## config.mk

```make
export PLATFORM = sky130hd
export DESIGN_NAME = time_sync
export DESIGN_NICKNAME = d
export VERILOG_FILES = /design/src/time_link_pkg.sv /design/src/time_sync_reg_pkg.sv /design/src/time_sync_cfg_if.sv /design/src/master_clock.sv /design/src/tick_timer.sv /design/src/time_receiver.sv /design/src/time_sender.sv /design/src/time_sync.sv /design/src/time_sync_regs.sv
export SDC_FILE = /design/constraint.sdc
export NUM_CORES = 1
export LEC_CHECK = 0
export ABC_AREA = 1
export CAP_MARGIN = 20
export CORE_ASPECT_RATIO = 2
export CORE_MARGIN = 3
export CORE_UTILIZATION = 55
export DETAILED_ROUTE_END_ITERATION = 7
export DONT_BUFFER_PORTS = 1
export PLACE_DENSITY = 0.7
export SYNTH_ARGS = -nofsm -noshare
export SYNTH_HDL_FRONTEND = slang
export SYNTH_SLANG_ARGS = --single-unit
```

## constraint.sdc

```tcl
create_clock -name sys_clk_i -period 3.2 [get_ports sys_clk_i]
set_input_delay 0.32 -clock sys_clk_i [delete_from_list [all_inputs] [get_ports sys_clk_i]]
set_output_delay 0.32 -clock sys_clk_i [all_outputs]
set_load 0.02 [all_outputs]
```

## src/time_link_pkg.sv

```systemverilog
package time_link_pkg;

   // one start bit followed by the time word, MSB first, one bit per clock
   localparam int FRAME_BITS = 33;
   localparam int DATA_BITS  = FRAME_BITS - 1;
   localparam int CNT_W      = $clog2(DATA_BITS);

   // the line idles at the opposite level
   localparam logic START_BIT = 1'b1;

   // cycles from the sender capturing master time to the receiver's word being
   // loaded into master time: one cycle in START, the start bit, the data bits,
   // the receiver's sync register and the load itself
   // the sender adds this so a looped back word lands without a jump
   localparam int unsigned LINK_LATENCY = FRAME_BITS + 3;

endpackage

```

## src/time_sync_reg_pkg.sv

```systemverilog
package time_sync_reg_pkg;

   // data and address widths of the register bus
   localparam int TIME_W = 32;
   localparam int ADDR_W = 3;

   // word addresses, ARM is write only and the two time words are read only
   localparam logic [ADDR_W-1:0] ADDR_CTRL        = 3'd0;
   localparam logic [ADDR_W-1:0] ADDR_INTERVAL    = 3'd1;
   localparam logic [ADDR_W-1:0] ADDR_DELTA       = 3'd2;
   localparam logic [ADDR_W-1:0] ADDR_ARM         = 3'd3;
   localparam logic [ADDR_W-1:0] ADDR_TICK_TIME   = 3'd4;
   localparam logic [ADDR_W-1:0] ADDR_MASTER_TIME = 3'd5;

   // control word layout
   localparam int CTRL_W            = 4;
   localparam int CTRL_TICK_SRC_BIT = 0;
   localparam int CTRL_INT_EN_BIT   = 1;
   localparam int CTRL_EXT_SYNC_BIT = 2;
   localparam int CTRL_PPS_EDGE_BIT = 3;

   localparam logic [CTRL_W-1:0] CTRL_RESET     = '0;
   localparam logic [TIME_W-1:0] INTERVAL_RESET = 32'd99999;
   localparam logic [TIME_W-1:0] DELTA_RESET    = '0;

   // an epoch starts when this many low bits of master time are zero
   localparam int EPOCH_BITS = 28;

endpackage

```

## src/time_sync_cfg_if.sv

```systemverilog
`timescale 1ns/1ps

interface time_sync_cfg_if
   import time_sync_reg_pkg::*;
();
   logic              tick_source;
   logic              tick_int_enable;
   logic              external_sync;
   logic              pps_edge;
   logic [TIME_W-1:0] tick_interval;
   logic [TIME_W-1:0] delta_time;
   // one cycle strobe from a write to the arm address
   logic              arm_sync;

   modport cfg_src (
      output tick_source, tick_int_enable, external_sync, pps_edge,
      output tick_interval, delta_time, arm_sync
   );

   modport timer_dst (
      input tick_source, pps_edge, tick_interval
   );

   modport clock_dst (
      input tick_int_enable, external_sync, delta_time, arm_sync
   );

endinterface

```

## src/master_clock.sv

```systemverilog
`timescale 1ns/1ps

module master_clock
   import time_sync_reg_pkg::*;
(
   input  logic               sys_clk_i,
   input  logic               rst_i,
   time_sync_cfg_if.clock_dst cfg,
   input  logic               pps_ext_i,
   input  logic               internal_tick_i,
   input  logic               sync_rcvd_i,
   input  logic [TIME_W-1:0]  rcvd_time_i,
   output logic [TIME_W-1:0]  master_time_o,
   output logic [TIME_W-1:0]  tick_time_o,
   output logic               epoch_o,
   output logic               int_o
);

   logic sync_armed_q;

   // a sync from the peer wins over a pending PPS clear
   always_ff @(posedge sys_clk_i)
   begin
      if (rst_i)
         master_time_o <= '0;
      else if (cfg.external_sync && sync_rcvd_i)
         master_time_o <= rcvd_time_i + cfg.delta_time;
      else if (sync_armed_q && pps_ext_i)
         master_time_o <= '0;
      else
         master_time_o <= master_time_o + 1'b1;
   end

   // software arms once and the next PPS edge consumes it
   always_ff @(posedge sys_clk_i)
   begin
      if (rst_i)
         sync_armed_q <= 1'b0;
      else if (cfg.arm_sync)
         sync_armed_q <= 1'b1;
      else if (sync_armed_q && pps_ext_i)
         sync_armed_q <= 1'b0;
   end

   always_ff @(posedge sys_clk_i)
   begin
      if (internal_tick_i)
         tick_time_o <= master_time_o;
   end

   always_ff @(posedge sys_clk_i)
   begin
      if (rst_i)
      begin
         epoch_o <= 1'b0;
         int_o   <= 1'b0;
      end
      else
      begin
         epoch_o <= (master_time_o[EPOCH_BITS-1:0] == '0);
         int_o   <= internal_tick_i & cfg.tick_int_enable;
      end
   end

endmodule

```

## src/tick_timer.sv

```systemverilog
`timescale 1ns/1ps

module tick_timer
   import time_sync_reg_pkg::*;
(
   input  logic               sys_clk_i,
   input  logic               rst_i,
   input  logic               pps_posedge_i,
   input  logic               pps_negedge_i,
   time_sync_cfg_if.timer_dst cfg,
   output logic               pps_ext_o,
   output logic               internal_tick_o,
   output logic               pps_o
);

   logic [TIME_W-1:0] count_q;
   logic              tick_free_run;
   logic              pps_in_q;
   logic              pps_prev_q;

   // counts 0 up to the interval, so ticks are interval+1 cycles apart
   assign tick_free_run = (count_q >= cfg.tick_interval);

   always_ff @(posedge sys_clk_i)
   begin
      if (rst_i || tick_free_run)
         count_q <= '0;
      else
         count_q <= count_q + 1'b1;
   end

   // pps_edge picks which of the two board inputs carries the pulse
   always_ff @(posedge sys_clk_i)
   begin
      if (rst_i)
      begin
         pps_in_q        <= 1'b0;
         pps_prev_q      <= 1'b0;
         pps_ext_o       <= 1'b0;
         pps_o           <= 1'b0;
         internal_tick_o <= 1'b0;
      end
      else
      begin
         pps_in_q        <= cfg.pps_edge ? pps_posedge_i : pps_negedge_i;
         pps_prev_q      <= pps_in_q;
         pps_ext_o       <= pps_in_q & ~pps_prev_q;
         pps_o           <= pps_ext_o;
         internal_tick_o <= cfg.tick_source ? pps_ext_o : tick_free_run;
      end
   end

   pps_ext_single: assert property (@(posedge sys_clk_i) disable iff (rst_i)
      pps_ext_o |=> !pps_ext_o);

endmodule

```

## src/time_receiver.sv

```systemverilog
`timescale 1ns/1ps

module time_receiver
   import time_link_pkg::*;
(
   input  logic                 sys_clk_i,
   input  logic                 rst_i,
   input  logic                 exp_pps_in_i,
   output logic [DATA_BITS-1:0] rcvd_time_o,
   output logic                 sync_rcvd_o
);

   logic             busy_q;
   logic [CNT_W-1:0] bit_cnt_q;

   always_ff @(posedge sys_clk_i)
   begin
      if (rst_i)
      begin
         busy_q      <= 1'b0;
         bit_cnt_q   <= '0;
         sync_rcvd_o <= 1'b0;
      end
      else
      begin
         sync_rcvd_o <= 1'b0;
         if (!busy_q)
         begin
            if (exp_pps_in_i == START_BIT)
            begin
               busy_q    <= 1'b1;
               bit_cnt_q <= '0;
            end
         end
         else
         begin
            bit_cnt_q <= bit_cnt_q + 1'b1;
            // last data bit is sampled on this edge
            if (bit_cnt_q == CNT_W'(DATA_BITS - 1))
            begin
               busy_q      <= 1'b0;
               sync_rcvd_o <= 1'b1;
            end
         end
      end
   end

   // the shift register doubles as the output word, complete when the pulse rises
   always_ff @(posedge sys_clk_i)
   begin
      if (busy_q)
         rcvd_time_o <= {rcvd_time_o[DATA_BITS-2:0], exp_pps_in_i};
   end

   sync_pulse_single: assert property (@(posedge sys_clk_i) disable iff (rst_i)
      sync_rcvd_o |=> !sync_rcvd_o);

endmodule

```

## src/time_sender.sv

```systemverilog
`timescale 1ns/1ps

module time_sender
   import time_link_pkg::*;
(
   input  logic                 sys_clk_i,
   input  logic                 rst_i,
   input  logic [DATA_BITS-1:0] master_time_i,
   input  logic                 send_sync_i,
   output logic                 exp_pps_out_o
);

   typedef enum logic [1:0] {
      IDLE,
      START,
      DATA
   } state_t;

   state_t               state_q;
   logic [CNT_W-1:0]     bit_cnt_q;
   logic [DATA_BITS-1:0] shift_q;

   // ticks that arrive while a frame is on the line are ignored
   always_ff @(posedge sys_clk_i)
   begin
      if (rst_i)
      begin
         state_q       <= IDLE;
         bit_cnt_q     <= '0;
         exp_pps_out_o <= ~START_BIT;
      end
      else
      begin
         case (state_q)
            IDLE:
            begin
               exp_pps_out_o <= ~START_BIT;
               if (send_sync_i)
                  state_q <= START;
            end
            START:
            begin
               exp_pps_out_o <= START_BIT;
               bit_cnt_q     <= '0;
               state_q       <= DATA;
            end
            DATA:
            begin
               exp_pps_out_o <= shift_q[DATA_BITS-1];
               bit_cnt_q     <= bit_cnt_q + 1'b1;
               if (bit_cnt_q == CNT_W'(DATA_BITS - 1))
                  state_q <= IDLE;
            end
            default: state_q <= IDLE;
         endcase
      end
   end

   // the word is sent ahead by the link delay so it is current on arrival
   always_ff @(posedge sys_clk_i)
   begin
      if (state_q == IDLE && send_sync_i)
         shift_q <= master_time_i + DATA_BITS'(LINK_LATENCY);
      else if (state_q == DATA)
         shift_q <= {shift_q[DATA_BITS-2:0], 1'b0};
   end

endmodule

```

## src/time_sync.sv

```systemverilog
`timescale 1ns/1ps

module time_sync
   import time_sync_reg_pkg::*;
(
   input  logic              sys_clk_i,
   input  logic              rst_i,
   input  logic              cyc_i,
   input  logic              stb_i,
   input  logic              we_i,
   input  logic [ADDR_W-1:0] adr_i,
   input  logic [TIME_W-1:0] dat_i,
   output logic [TIME_W-1:0] dat_o,
   output logic              ack_o,
   input  logic              pps_posedge_i,
   input  logic              pps_negedge_i,
   input  logic              exp_pps_in_i,
   output logic              exp_pps_out_o,
   output logic [TIME_W-1:0] master_time_o,
   output logic              int_o,
   output logic              epoch_o,
   output logic              pps_o
);

   logic [TIME_W-1:0] tick_time;
   logic [TIME_W-1:0] rcvd_time;
   logic              sync_rcvd;
   logic              pps_ext;
   logic              internal_tick;

   time_sync_cfg_if cfg_bus ();

   time_sync_regs time_sync_regs_i (
      .sys_clk_i     (sys_clk_i),
      .rst_i         (rst_i),
      .cyc_i         (cyc_i),
      .stb_i         (stb_i),
      .we_i          (we_i),
      .adr_i         (adr_i),
      .dat_i         (dat_i),
      .dat_o         (dat_o),
      .ack_o         (ack_o),
      .tick_time_i   (tick_time),
      .master_time_i (master_time_o),
      .cfg           (cfg_bus.cfg_src)
   );

   tick_timer tick_timer_i (
      .sys_clk_i       (sys_clk_i),
      .rst_i           (rst_i),
      .pps_posedge_i   (pps_posedge_i),
      .pps_negedge_i   (pps_negedge_i),
      .cfg             (cfg_bus.timer_dst),
      .pps_ext_o       (pps_ext),
      .internal_tick_o (internal_tick),
      .pps_o           (pps_o)
   );

   master_clock master_clock_i (
      .sys_clk_i       (sys_clk_i),
      .rst_i           (rst_i),
      .cfg             (cfg_bus.clock_dst),
      .pps_ext_i       (pps_ext),
      .internal_tick_i (internal_tick),
      .sync_rcvd_i     (sync_rcvd),
      .rcvd_time_i     (rcvd_time),
      .master_time_o   (master_time_o),
      .tick_time_o     (tick_time),
      .epoch_o         (epoch_o),
      .int_o           (int_o)
   );

   time_sender time_sender_i (
      .sys_clk_i     (sys_clk_i),
      .rst_i         (rst_i),
      .master_time_i (master_time_o),
      .send_sync_i   (internal_tick),
      .exp_pps_out_o (exp_pps_out_o)
   );

   time_receiver time_receiver_i (
      .sys_clk_i    (sys_clk_i),
      .rst_i        (rst_i),
      .exp_pps_in_i (exp_pps_in_i),
      .rcvd_time_o  (rcvd_time),
      .sync_rcvd_o  (sync_rcvd)
   );

endmodule

```

## src/time_sync_regs.sv

```systemverilog
`timescale 1ns/1ps

module time_sync_regs
   import time_sync_reg_pkg::*;
(
   input  logic              sys_clk_i,
   input  logic              rst_i,
   input  logic              cyc_i,
   input  logic              stb_i,
   input  logic              we_i,
   input  logic [ADDR_W-1:0] adr_i,
   input  logic [TIME_W-1:0] dat_i,
   output logic [TIME_W-1:0] dat_o,
   output logic              ack_o,
   input  logic [TIME_W-1:0] tick_time_i,
   input  logic [TIME_W-1:0] master_time_i,
   time_sync_cfg_if.cfg_src  cfg
);

   logic              req;
   logic              wr_stb;
   logic [CTRL_W-1:0] ctrl_q;
   logic [TIME_W-1:0] interval_q;
   logic [TIME_W-1:0] delta_q;
   logic              arm_q;
   logic [TIME_W-1:0] rd_data;

   // a request is served once, on the edge that raises ack
   assign req    = cyc_i & stb_i;
   assign wr_stb = req & we_i & ~ack_o;

   always_ff @(posedge sys_clk_i)
   begin
      if (rst_i)
         ack_o <= 1'b0;
      else
         ack_o <= req & ~ack_o;
   end

   always_ff @(posedge sys_clk_i)
   begin
      if (rst_i)
      begin
         ctrl_q     <= CTRL_RESET;
         interval_q <= INTERVAL_RESET;
         delta_q    <= DELTA_RESET;
         arm_q      <= 1'b0;
      end
      else
      begin
         arm_q <= wr_stb && (adr_i == ADDR_ARM);
         if (wr_stb)
         begin
            case (adr_i)
               ADDR_CTRL:     ctrl_q     <= dat_i[CTRL_W-1:0];
               ADDR_INTERVAL: interval_q <= dat_i;
               ADDR_DELTA:    delta_q    <= dat_i;
               default:       ;
            endcase
         end
      end
   end

   // the arm address reads back as zero like any unmapped word
   always_comb
   begin
      case (adr_i)
         ADDR_CTRL:        rd_data = TIME_W'(ctrl_q);
         ADDR_INTERVAL:    rd_data = interval_q;
         ADDR_DELTA:       rd_data = delta_q;
         ADDR_TICK_TIME:   rd_data = tick_time_i;
         ADDR_MASTER_TIME: rd_data = master_time_i;
         default:          rd_data = '0;
      endcase
   end

   always_ff @(posedge sys_clk_i)
   begin
      if (req & ~ack_o)
         dat_o <= rd_data;
   end

   assign cfg.tick_source     = ctrl_q[CTRL_TICK_SRC_BIT];
   assign cfg.tick_int_enable = ctrl_q[CTRL_INT_EN_BIT];
   assign cfg.external_sync   = ctrl_q[CTRL_EXT_SYNC_BIT];
   assign cfg.pps_edge        = ctrl_q[CTRL_PPS_EDGE_BIT];
   assign cfg.tick_interval   = interval_q;
   assign cfg.delta_time      = delta_q;
   assign cfg.arm_sync        = arm_q;

   // a held request must not be acknowledged twice
   ack_single_cycle: assert property (@(posedge sys_clk_i) disable iff (rst_i)
      ack_o |=> !ack_o);

endmodule

```

* Word-level counts from Yosys, hierarchy flattened
Index checks and enable logic that the tools add are counted.
** Word-level totals
- Register bits after elaboration :: 285
- Latch bits :: 0
- Bits in writable memories :: 0
- Bits in read-only memories :: 0
- Input bits :: 43
- Output and inout bits :: 69
- Logic and storage cells :: 90
- Memories kept :: 0
** Operators by class
- Add/sub/neg operators :: 6
- Multipliers :: 0
- Div/mod/pow operators :: 0
- $lt $le $gt $ge :: 1
- Eq/ne operators :: 11
- Shift-type cells :: 0
- Muxes and demuxes :: 20
- Bitwise gates (word level) :: 9
- Reductions and logical operators :: 18
** Operator list (count)
- $pmux 32 s5 :: 1
- $mux 32 :: 4
- $add 32x1->32 const B :: 2
- $add 32x32->32 :: 1
- $add 32x6->32 const B :: 1
- $ge 32x32->1 :: 1
- $logic_not 28->1 :: 1
- $add 5x1->5 const B :: 2
- $eq 5x5->1 const B :: 2
- $mux 5 :: 2
- $pmux 5 s2 :: 1
- $mux 1 :: 8
- $reduce_and 2->1 :: 4
- $reduce_bool 2->1 :: 4
- $and 1x1->1 :: 6
- $eq 3x2->1 const B :: 2
- $eq 3x3->1 const B :: 2
- $pmux 2 s3 :: 1
- $logic_and 1x1->1 :: 4
- $mux 2 :: 2
- $eq 3x1->1 const B :: 1
- $logic_not 3->1 :: 1
- $not 1->1 :: 3
- $pmux 1 s3 :: 1
- other kinds (8) :: 8

* Logic depth before layout (Yosys ltp)
- Depth in word-level cells :: 4
- Mapped depth :: 13
- Gate-level depth less buffers :: 13

* By module
Synthesis repeated with hierarchy kept, for this count alone.
** Unflattened totals
- Cell total of the unflattened synthesis :: 2320
- Area total of the unflattened synthesis :: 16817.4 um^2
** Modules (own cells, without submodules)
- master_clock :: times used 1, cells an instance 853, area an instance 5413.9 um^2, sequential area each 1661.6 um^2
- time_sync_regs :: times used 1, cells an instance 654, area an instance 4869.7 um^2, sequential area each 2362.3 um^2
- tick_timer :: times used 1, cells an instance 386, area an instance 2630.0 um^2, sequential area each 740.7 um^2
- time_sender :: times used 1, cells an instance 352, area an instance 2590.0 um^2, sequential area each 1121.1 um^2
- time_receiver :: times used 1, cells an instance 75, area an instance 1313.8 um^2, sequential area each 1101.1 um^2

* Worst setup path before layout
OpenSTA, ideal clock, no wires.
- Path kind :: reg2reg
- Start point :: register time_sync_regs_i.ack_o
- End point :: register time_sync_regs_i.delta_q[10], in the netlist time_sync_regs_i.cfg.delta_time[10]
- Setup time :: 116 ps
- Data arrival time :: 2782 ps
- Data required time :: 3084 ps
- Path slack :: 302 ps
- Cell stages (with the launch flop) :: 8
- Buffers on the path :: 1
- Clock period less this slack :: 2898 ps
- Cell sequence :: dfxtp_1 nor3_2 nand2_1 nor2_1 inv_1 clkbuf_1 nor2_1 nor2_1
** Between the ends
- Word-level cells in the longest chain between the ends :: 3
** Ends and longest elaborated chain
- from (decl) :: RTL line time_sync_regs.sv:14 : output logic ack_o,
- from (signal assigned) :: RTL line time_sync_regs.sv:37 : ack_o <= req & ~ack_o;
- $not 1->1 :: RTL line time_sync_regs.sv:30 : assign wr_stb = req & we_i & ~ack_o;
- $and 1x1->1 :: RTL line time_sync_regs.sv:30
- $reduce_and 2->1 (no source line)
- to (signal assigned) :: RTL line time_sync_regs.sv:57 : ADDR_DELTA: delta_q <= dat_i;
- to (decl) :: RTL line time_sync_regs.sv:24 : logic [TIME_W-1:0] delta_q;
No other way between the ends.
A chain may end at the register's enable or synchronous reset.

* Final worst setup path
- Start point :: register time_receiver_i.rcvd_time_o[0]
- End point :: register master_clock_i.master_time_o[24]
** Between the ends
- Word-level cells in the longest chain between the ends :: 2
** Ends and longest elaborated chain
- from (decl) :: RTL line time_receiver.sv:9 : output logic [DATA_BITS-1:0] rcvd_time_o,
- from (signal assigned) :: RTL line time_receiver.sv:52 : rcvd_time_o <= {rcvd_time_o[DATA_BITS-2:0], exp_pps_in_i};
- $add 32x32->32 :: RTL line master_clock.sv:27 : master_time_o <= rcvd_time_i + cfg.delta_time;
- $mux 32 :: RTL line master_clock.sv:26 : else if (cfg.external_sync && sync_rcvd_i)
- to (signal assigned) :: RTL line master_clock.sv:27
- to (signal assigned) :: RTL line master_clock.sv:31 : master_time_o <= master_time_o + 1'b1;
- to (decl) :: RTL line master_clock.sv:13 : output logic [TIME_W-1:0] master_time_o,
No other way between the ends.

==> metrics.log <==
INFO  metric die_span_in_y = 243.2 µm
INFO  metric htree_num_levels = 1
INFO  metric floorplan.initialDensity = 0.5594
INFO  metric floorplan.die_area = 30300 µm²
INFO  metric cts.reportedPaths.clkPinSlew = roughly 70 ps
INFO  metric timing.critical_path.from_type = register
INFO  metric tritoncts = built
INFO  metric power.density_cell_area = 466.1 nW/µm²
INFO  metric timing.final.hold_violations = 0
INFO  metric cts_hold_buf = 40
INFO  metric cts.sink_count = 285
INFO  metric top_level_ports = 112
INFO  metric final.fill_count = 2440
INFO  metric mappedNetlistArea = 15470 µm²
INFO  metric grt_util_all_layers = 0.3551
INFO  metric final_nets = 2142
INFO  metric detail_route.wl_per_cell = 23.02 µm
INFO  metric syn_inst = 1966
INFO  metric cts_resized = 0
INFO  metric io_buffer_count = 0
INFO  metric first_global_vias = 13810
INFO  metric detailedRoute.firstPassIterationCount = 6
INFO  metric core_area = 27650 µm²
INFO  metric clock_tree_root = clkbuf_16
INFO  metric report.final.setup_viol = 0
INFO  metric maxSlewHeadroom = 0.3586
INFO  metric overall_power = 8.064 mW
INFO  metric leakage_power = 7.381 nW
INFO  metric rd_place_congestion = between 1 and 1.5
INFO  metric layout-drive-gt1-share = 0.06863
INFO  metric stdcell_count = 2395
INFO  metric met3_length = 3282 µm
INFO  metric dp_cells = roughly 2300
INFO  metric fin_skew = 25.42 ps
INFO  metric hpwlAfterDp = ~44000 µm
INFO  metric worst_pin_slew = 953.3 ps
INFO  metric cp_max_fo = 5
INFO  metric finish.instance_area = about 17000 µm²
INFO  metric timing.setup.tns = 0 ps
INFO  metric endpoint_kind = register
INFO  metric async_flop_share = 0
INFO  metric top_signal_layer_used = met4
INFO  metric synth_nets = 2088
INFO  metric synth_top_cells_by_count = nand2_1 (414), inv_1 (296), nor2_1 (214), dfxtp_1 (157), edfxtp_1 (128)
INFO  metric worst_ep_arrival_time = 2920 ps
INFO  metric yosys_warnings = 0
INFO  metric irDropWorstVdd = between 0.5 and 0.6 mV
INFO  metric yosys_register_bits = 285
INFO  metric yosysMostFrequentCell = nand2_1
INFO  metric num_rows = 86
INFO  metric grt_antenna_before_repair = 3
INFO  metric route.met2.wl = 28960 µm
INFO  metric max_freq = approximately 0.40 GHz
INFO  metric run_status = finished, final reports clean
INFO  metric cp_data_required_time = 3600 ps
INFO  metric num_vias = 13950
INFO  metric seq_area_frac_synth = 0.4517
INFO  metric gr-total-overflow = 0
INFO  metric detail_route.iter0.violations = between 1000 and 1500
INFO  metric drc_errors = 0
INFO  metric synth.top_cells.by_area = edfxtp_1 (25%), dfxtp_1 (20%), nand2_1 (10%)
INFO  metric instance_area_at_placement = 16020 µm²
INFO  metric min_period_over_period = 0.7854
INFO  metric synth.avg_cell_area = ~8 µm²
INFO  metric clkLatencyLatePin = 570 ps
INFO  metric post_cts_buffers = 0
INFO  metric grt_start_max_net_pins = 47
INFO  metric synth_cell_types = 43
INFO  metric post_dr_vias_cell = 5.826
INFO  metric dominantRegCellSynth = dfxtp_1
INFO  metric period_minus_slack = 2513 ps
INFO  metric grt_pass1_wl = slightly above 80000 µm
INFO  metric hold_path.class = primary input to register
INFO  metric postRouteAntennaNets = 0
INFO  metric slew_violations = 0
INFO  metric unrepaired_setup_endpoints_after_global_routing = false
INFO  metric postRouteWirelength = 55140 µm
INFO  metric total_cts_buffers = 27
INFO  metric max_cap_violations = 0
INFO  metric synth_edf_count = 128
INFO  metric setup.reg_to_reg.worst_slack = approximately 700 ps
INFO  metric cts_buffer_depth = 3
INFO  metric timing.setup.critical_path_class = register to register
INFO  metric die_width = 124.6 µm
INFO  metric synth_area_leader_cell = edfxtp_1
INFO  metric areaGrowthSynthToFinish = 11.86%
INFO  metric met1_length = ~18000 µm
INFO  metric synth_top_area_share = 0.2485
## metrics by stage
step / utilization / setup slack [ps] / hold slack, ps
after detailed placement: 0.5794 / 756.9 / 403.9
after floorplan: - / 302.3 / 372.8
after global placement: 0.5784 / 750.6 / 379.8
after CTS: 0.6254 / 724.8 / 85.26
final: 0.6257 / 686.7 / 86.50
after global routing: 0.6257 / 572.3 / 106.1
## cells by family after synthesis
kind of cell | Yosys count | share of synthesized area
buf+inv | 358 | 0.08817
xor+xnor | 52 | 0.02944
compound gates | 338 | 0.1267
flops | 285 | 0.4517
simple gates | 854 | 0.2396
fa+ha+maj | 79 | 0.06439
## flip-flops by register name, indices dropped and copies added (netlist names), 32 cells and up
register and flops:
master_clock_i.tick_time_o 32, time_sync_regs_i.cfg.tick_interval 32, time_sync_regs_i.cfg.delta_time 32, time_sync_regs_i.dat_o 32, time_sender_i.shift_q 32, master_clock_i.master_time_o 32, tick_timer_i.count_q 32, time_receiver_i.rcvd_time_o 32
## power breakdown
part           switching (mW)  internal [mW]  total (mW)
combinational           0.450          0.227       0.677
clock                    1.43           1.79        3.22
sequential              0.128           4.04        4.17
## layout by cell type (no fill, tap or decap), types with 5 or more instances in the layout
cell,Yosys,layout
clkbuf_1,37,5
nor2_2,11,12
inv_2,8,9
or2_2,6,6
clkinv_1,1,5
nor4_1,9,9
xor2_1,39,39
a221o_1,28,28
dfxtp_1,157,157
nand4_1,24,24
inv_1,296,295
buf_4,2,36
xnor2_1,13,13
nor3_2,9,7
o211ai_1,14,14
a21oi_1,121,121
ha_1,78,78
nor2_4,7,7
nand2_1,414,414
o22ai_1,35,35
clkbuf_16,0,27
nor3_1,33,33
edfxtp_1,128,128
nand3_1,103,103
nor2_1,214,213
nand2_2,11,11
o21ai_1,11,11
o21ai_0,110,110
nand3_2,5,5
dlygate4sd3_1,0,39
## cell type report
cell class | count | area, µm² | share of cell area
Clock buffer | 35 | 735.7 | 0.04252
Timing Repair Buffer | 78 | 728.2 | 0.04209
Antenna cell | 3 | 7.507 | 0.0004339
Sequential cell | 285 | 6987 | 0.4038
Multi-Input combinational cell | 1323 | 7133 | 0.4123
Clock inverter | 14 | 126.4 | 0.007304
Tap cell | 352 | 440.4 | 0.02545
Inverter | 305 | 1145 | 0.06617
## path summary, 6_finish.rpt
kind	startpoint	endpoint	cells past startpoint
max	time_receiver_i.rcvd_time_o[0]	master_clock_i.master_time_o[24]	11
min	rst_i	master_clock_i.sync_armed_q	2
max reg2reg	time_receiver_i.rcvd_time_o[0]	master_clock_i.master_time_o[24]	11
min reg2reg	tick_timer_i.pps_prev_q	tick_timer_i.pps_ext_o	1
## critical path, cell delays in order (launching register included)
cell	delay, ps
edfxtp_1	390
ha_1	230
fa_1	450
nand3_1	120
nand3_1	120
nand2_1	90
nand2_1	90
nand3_1	130
nand3_1	90
nand2_1	70
nand3_1	140
a21oi_1	410
## metal layers
metal  vias to the layer above  GRT usage
li1                       6623          -
met1                      6533     0.3391
met2                       598     0.6665
met3                       200    0.05219
met4                         0     0.2750
met5                         -          0
No activity file was read; power rests on OpenSTA's default activity.
